$ cat src/design/vlane_cfg_pkg.sv
package vlane_cfg_pkg;

    // Reserved code 3 behaves as the smallest setting everywhere
    typedef enum logic [1:0] {
        LANES_1 = 2'd0,
        LANES_2 = 2'd1,
        LANES_4 = 2'd2
    } lanes_e;

    typedef enum logic [1:0] {
        LMUL_1 = 2'd0,
        LMUL_2 = 2'd1,
        LMUL_4 = 2'd2
    } lmul_e;

    typedef enum logic [1:0] {
        SEW_8  = 2'd0,
        SEW_16 = 2'd1,
        SEW_32 = 2'd2
    } sew_e;

    typedef logic [1:0] pass_t;

    // log2 of the active lane count
    function automatic logic [1:0] lanes_log2(lanes_e l);
        return (l == LANES_2) ? 2'd1 : (l == LANES_4) ? 2'd2 : 2'd0;
    endfunction

    // log2 of the group size
    function automatic logic [1:0] lmul_log2(lmul_e m);
        return (m == LMUL_2) ? 2'd1 : (m == LMUL_4) ? 2'd2 : 2'd0;
    endfunction

endpackage

$ cat src/design/vlane_sequencer.sv
`timescale 1ns/1ps

module vlane_sequencer (
    input  logic                  clk,
    input  logic                  nrst,
    input  logic                  req,
    input  vlane_cfg_pkg::lanes_e lanes,
    input  vlane_cfg_pkg::lmul_e  lmul,
    output logic                  ack,
    output logic                  capture,
    output logic                  wr_en,
    output vlane_cfg_pkg::pass_t  pass
);

    typedef enum logic [1:0] {
        S_IDLE,
        S_RUN,
        S_DONE,
        S_REL
    } state_e;

    state_e               state;
    vlane_cfg_pkg::pass_t last_pass;
    vlane_cfg_pkg::pass_t last_pass_d;
    logic [1:0]           n_log;
    logic [1:0]           l_log;

    // P - 1 = ceil(n / L) - 1, from the requested config
    always_comb begin
        n_log = vlane_cfg_pkg::lmul_log2(lmul);
        l_log = vlane_cfg_pkg::lanes_log2(lanes);
        if (n_log > l_log) begin
            last_pass_d = vlane_cfg_pkg::pass_t'((3'd1 << (n_log - l_log)) - 3'd1);
        end else begin
            last_pass_d = '0;
        end
    end

    assign capture = (state == S_IDLE) && req;
    assign wr_en   = (state == S_RUN);

    ////////////////////////////////////////////////////////////
    // Request FSM
    ////////////////////////////////////////////////////////////
    always_ff @(posedge clk or negedge nrst) begin
        if (!nrst) begin
            state     <= S_IDLE;
            pass      <= '0;
            last_pass <= '0;
            ack       <= 1'b0;
        end else begin
            case (state)
                S_IDLE: begin
                    if (req) begin
                        state     <= S_RUN;
                        pass      <= '0;
                        last_pass <= last_pass_d;
                    end
                end
                S_RUN: begin
                    if (pass == last_pass) begin
                        state <= S_DONE;
                    end else begin
                        pass <= pass + 2'd1;
                    end
                end
                S_DONE: begin
                    state <= S_REL;
                    ack   <= 1'b1;
                end
                default: begin
                    // Hold ack until the host drops req
                    if (!req) begin
                        state <= S_IDLE;
                        ack   <= 1'b0;
                    end
                end
            endcase
        end
    end

endmodule

$ cat config.mk
export PLATFORM = sky130hd
export DESIGN_NAME = vlane_sequencer
export DESIGN_NICKNAME = d
export VERILOG_FILES = /design/src/design/vlane_cfg_pkg.sv /design/src/design/vlane_sequencer.sv
export SDC_FILE = /design/constraint.sdc
export NUM_CORES = 1
export LEC_CHECK = 0
export BUFFER_PORTS_ARGS = -buffer_cell sky130_fd_sc_hd__buf_2
export CELL_PAD_IN_SITES_DETAIL_PLACEMENT = 1
export CELL_PAD_IN_SITES_GLOBAL_PLACEMENT = 2
export CORE_MARGIN = 2
export CORE_UTILIZATION = 32
export CTS_CLUSTER_SIZE = 14
export DETAILED_ROUTE_END_ITERATION = 16
export PLACE_DENSITY = 0.83
export SLEW_MARGIN = 40
export SYNTH_ARGS = -nofsm -noshare
export SYNTH_HDL_FRONTEND = slang
export SYNTH_SLANG_ARGS = --single-unit
export TNS_END_PERCENT = 30
$ cat constraint.sdc
create_clock -name clk -period 4 [get_ports clk]
set_input_delay 0.6 -clock clk [delete_from_list [all_inputs] [get_ports clk]]
set_output_delay 0.6 -clock clk [all_outputs]
set_load 0.02 [all_outputs]
After elaboration in Yosys (flattened, before gate mapping) --
Cells that the tools add are included.
Storage, ports and cells: output and inout port bits 5, register bits after elaboration 7, word-level logic and storage cells 44, input port bits 7
Cells by class: $lt $le $gt $ge 1, $add $sub $neg 3, shift-type cells 1, multiplexer cells 14, eq/ne operators 12, reductions and logical operators 8, bitwise operators 1
Operators by type and width (count):
- 2-bit 2-to-1 mux | 10
- 2-bit by 1-bit equality test with 1-bit output, second input constant | 3
- 2-bit equality test, second input constant | 3
- 2-bit one-hot mux with 3 select lines | 1
- 3-bit AND reduction | 2
- 2-bit by 1-bit inequality test with 1-bit output, second input constant | 2
- 2-bit inequality test, second input constant | 2
- 4-bit by 1-bit inequality test with 1-bit output, second input constant | 1
- 2-bit one-hot mux with 2 select lines | 1
- 2-bit AND reduction | 2
- 2-bit by 1-bit adder with 2-bit output, second input constant | 1
- 2-bit equality test | 1
- 2-bit greater-than comparator | 1
- 2-bit zero test | 1
- 1-bit one-hot mux with 2 select lines | 1
- 2-bit nonzero test | 1
- 2-bit OR reduction | 1
- 1-bit by 2-bit left shift with 2-bit output, first input constant | 1
- 2-bit by 1-bit subtractor with 2-bit output, second input constant | 1
- 2-bit subtractor | 1
- 1-bit logical AND | 1
- 1-bit 2-to-1 mux | 1
- 1-bit inverter | 1

Depth between registers and ports, before layout --
depth in word-level cells 7, gate-level depth with buffers 6

Worst setup path before layout --
Ideal clock, no wire load.
path kind input -> register, start point in lmul[1], end point reg last_pass[1], data required time 3.935 ns, cell stages on the path 5, buffers on the path 0, setup slack 2.133 ns, data arrival time 1.802 ns, cell sequence nand2b_1 ha_1 fa_1 a2111oi_0 a21o_1
On the way: cells in the longest elaborated chain, start to end 7
RTL lines:
- start: declaration | RTL line vlane_sequencer.sv:8 | input vlane_cfg_pkg::lmul_e lmul,
- 2-bit equality test | RTL line vlane_cfg_pkg.sv:31 | return (m == LMUL_2) ? 2'd1 : (m == LMUL_4) ? 2'd2 : 2'd0;
- 2-bit 2-to-1 mux | RTL line vlane_cfg_pkg.sv:31
- 2-bit 2-to-1 mux (*) | RTL line vlane_cfg_pkg.sv:31
- 2-bit subtractor | RTL line vlane_sequencer.sv:33 | last_pass_d = vlane_cfg_pkg::pass_t'((3'd1 << (n_log - l_log)) - 3'd1);
- 1-bit by 2-bit left shift with 2-bit output | RTL line vlane_sequencer.sv:33
- 2-bit by 1-bit subtractor with 2-bit output | RTL line vlane_sequencer.sv:33
- 2-bit 2-to-1 mux (*) | RTL line vlane_sequencer.sv:32 | if (n_log > l_log) begin
- end signal: assignment | RTL line vlane_sequencer.sv:57 | last_pass <= last_pass_d;
- end: declaration | RTL line vlane_sequencer.sv:23 | vlane_cfg_pkg::pass_t last_pass;
Mark *: on every way between the ends. The rest lies on a longest branch, timed or not. A chain may end at the register's enable or synchronous reset.

Final worst setup path --
start point reg state[0], end point out capture
On the way: cells in the longest elaborated chain, start to end 2
RTL lines:
- start: declaration | RTL line vlane_sequencer.sv:22 | state_e state;
- start signal: assignment | RTL line vlane_sequencer.sv:47 | state <= S_IDLE;
- start signal: assignment | RTL line vlane_sequencer.sv:55 | state <= S_RUN;
- start signal: assignment | RTL line vlane_sequencer.sv:62 | state <= S_DONE;
- 2-bit zero test | RTL line vlane_sequencer.sv:39 | assign capture = (state == S_IDLE) && req;
- 1-bit logical AND | RTL line vlane_sequencer.sv:39
- end: declaration | RTL line vlane_sequencer.sv:10 | output logic capture,
Every way passes these cells.

==> run summary <==
status = completed
Max Cap Violations = 0
CP Depth = 5
commonest non-fill, non-tap cell in the layout = buf_2
Synth Warn # = 0
Post-Route WL = 1249 um
Die W = 44.72 um
global route overflow = 0
Worst-Margin Slew = 0.3974 ns
Slew HR = 0.7282
Core Box Area = 0.001524 mm^2
cell mode on critical path = inv_1
DRT Pass-1 Iters = 3
Critical Path Max Stage Delay = 0.40 ns
Reg2Reg Setup Slack = 2.28 ns
Seq/Total Area, Yosys = 0.3302
Final Hold Vio Count = 0
Setup Fix Bufs, Post-CTS = 0
area grow syn2layout = 19.10%
worst path cell trace = inv_1 -> ha_1 -> nand2_1 -> inv_1 -> buf_2
Vias = 443
dpl hpwl = 983.5 um
CP startpoint = state[0]
die footprint = 0.001999 mm^2
synth unique cells = 23
kind of critical path = reg2out
min Tclk post-route = 2.035 ns
Max Freq = 491.3 MHz
Clock transition at path regs = 0.06 ns
Longest Clk Path Bufs = 2
largest net degree at the start of global routing = 9
pwr/cell area = 738.2 mW/mm^2
Avg Inst Size Synth = 9.147 um^2
RSZ-0062 raised after global routing = false
WP buf/inv = 3
Rows = 14
cell area after synthesis = 530.5 um^2
Starting Density = 0.3481
layout cells sized above 1 = 0.2055
routability congestion estimate = 0.7399
Layout Skew = 0.007366 ns
slowest cell on the critical path = dfrtp_1
Tot Pwr = 466.4 uW
Worst Path Max Fanout = 6
global-route wire length before repair = 2173 um
DR WL met2 = 590 um
I/O pin count = 12
CP top delay family = flip-flops
Initial DRC Count = 3
worst skew pair latency = 0.26 ns
setup tns final = 0 ns
CP arrival = 1.44 ns
drt drc = 0
Worst Setup End Kind = output port
leakage = 0.3436 nW
wl on met1 = 582 um
post-cts resize count = 0
R2R Path End = state[1]
#FFs+latches synth = 7
Worst VDD drop = 0.0003022 V
gr usage total = 0.1628
fin nets = 88
H-Tree Depth = 1
initial antenna violation count = 0
top layer in use = met4
Syn Inst Count = 58
CTS tree = yes
fin crit share = 0.5089
diode count = 0
critical path launch point type = register
WP data required = 3.40 ns
worst min path class = in2async
# hold bufs at CTS = 0
Pins Over Slew Limit = 0
wire per inst = 14.03 um
IO buf count = 11
met3 routed wirelength = 38 um
clock sink count = 7
setup violators final = 0
Via density = 4.978
TritonCTS Buffers = 3
Synth Net Count = 72
Antenna Nets Post-Route = 0
most frequent cells in the layout = buf_2 (11), nand2_1 (8), inv_1 (7), dfrtp_1 (7), ha_1 (6)
clk root buf = clkbuf_4
vias in the first global route = 463
die height = 44.72 um
R2R depth = 6
worst r2r src = state[0]
CP endpoint = capture
==> flip-flops by register name, summed over array words and instances (netlist names) <==
register / flops
ack: 1
last_pass: 2
pass: 2
state: 2
==> where the power goes <==
group | switching, mW | internal (mW) | total, mW
Clock | 0.0310 | 0.0384 | 0.0694
Sequential | 0.0374 | 0.105 | 0.142
Combinational | 0.143 | 0.111 | 0.255
==> kinds of logic after synthesis <==
group                    after synthesis  share of synthesized area
AND/OR/NAND/NOR                       21                     0.2028
multiplexers                           2                    0.04716
buffers and inverters                  7                    0.04954
adder cells (fa/ha/maj)                7                     0.1792
XOR/XNOR                               2                    0.03302
flip-flops                             7                     0.3302
AO/OA/AOI/OAI                         12                     0.1580
==> how the worst min path moves through the flow <==
stage,startpoint,to,depth (start not counted)
final,nrst,pass[0],1
after global routing,nrst,pass[0],1
after CTS,nrst,pass[0],1
after detailed placement,nrst,state[0],1
after global placement,nrst,ack,1
after floorplan,nrst,ack,0
==> area by class of cell <==
| class | count | area (um^2) |
|---|---|---|
| clock buffer | 4 | 26.28 |
| multi-input combinational | 44 | 329.1 |
| fill | 192 | 892.1 |
| sequential | 7 | 175.2 |
| timing repair buffer | 11 | 55.05 |
| tap | 16 | 20.02 |
| inverter | 7 | 26.28 |
==> routing by layer <==
metal,track usage,vias up
li1,-,225
met1,0.1985,206
met2,0.2464,8
met3,0.04800,4
met4,0.1091,0
met5,0,-
==> through the flow <==
step                      utilization  area [um^2]  std cells  hold WS [ns]  worst slack (ns)
after floorplan                     -        530.5         58        0.3044             2.133
after global placement         0.3974        605.6         85        0.4448             2.003
after detailed placement       0.3974        605.6         85        0.4505             1.918
after CTS                      0.4146        631.9         89        0.1593             1.949
after global routing           0.4146        631.9         89        0.1643             1.840
final                          0.4146        631.9         89        0.1641             1.965
==> Yosys cell counts (all sizes together) <==
| cell | instances | share of area |
|---|---|---|
| o21bai | 1 | 0.014 |
| xor2 | 2 | 0.033 |
| o31ai | 1 | 0.014 |
| a22o | 1 | 0.017 |
| fa | 1 | 0.038 |
| nand2 | 8 | 0.057 |
| nor2 | 2 | 0.014 |
| a21o | 1 | 0.014 |
| mux2i | 1 | 0.019 |
| a2111oi | 1 | 0.017 |
| o2111ai | 1 | 0.017 |
| o21ai | 4 | 0.038 |
| nor3 | 1 | 0.0094 |
| nand3b | 2 | 0.028 |
| dfrtp | 7 | 0.33 |
| nand2b | 3 | 0.035 |
| a31oi | 1 | 0.012 |
| o32ai | 1 | 0.017 |
| nor2b | 5 | 0.059 |
| mux2 | 1 | 0.028 |
| inv | 7 | 0.050 |
| ha | 6 | 0.14 |
No activity file was read; power rests on OpenSTA's default activity.
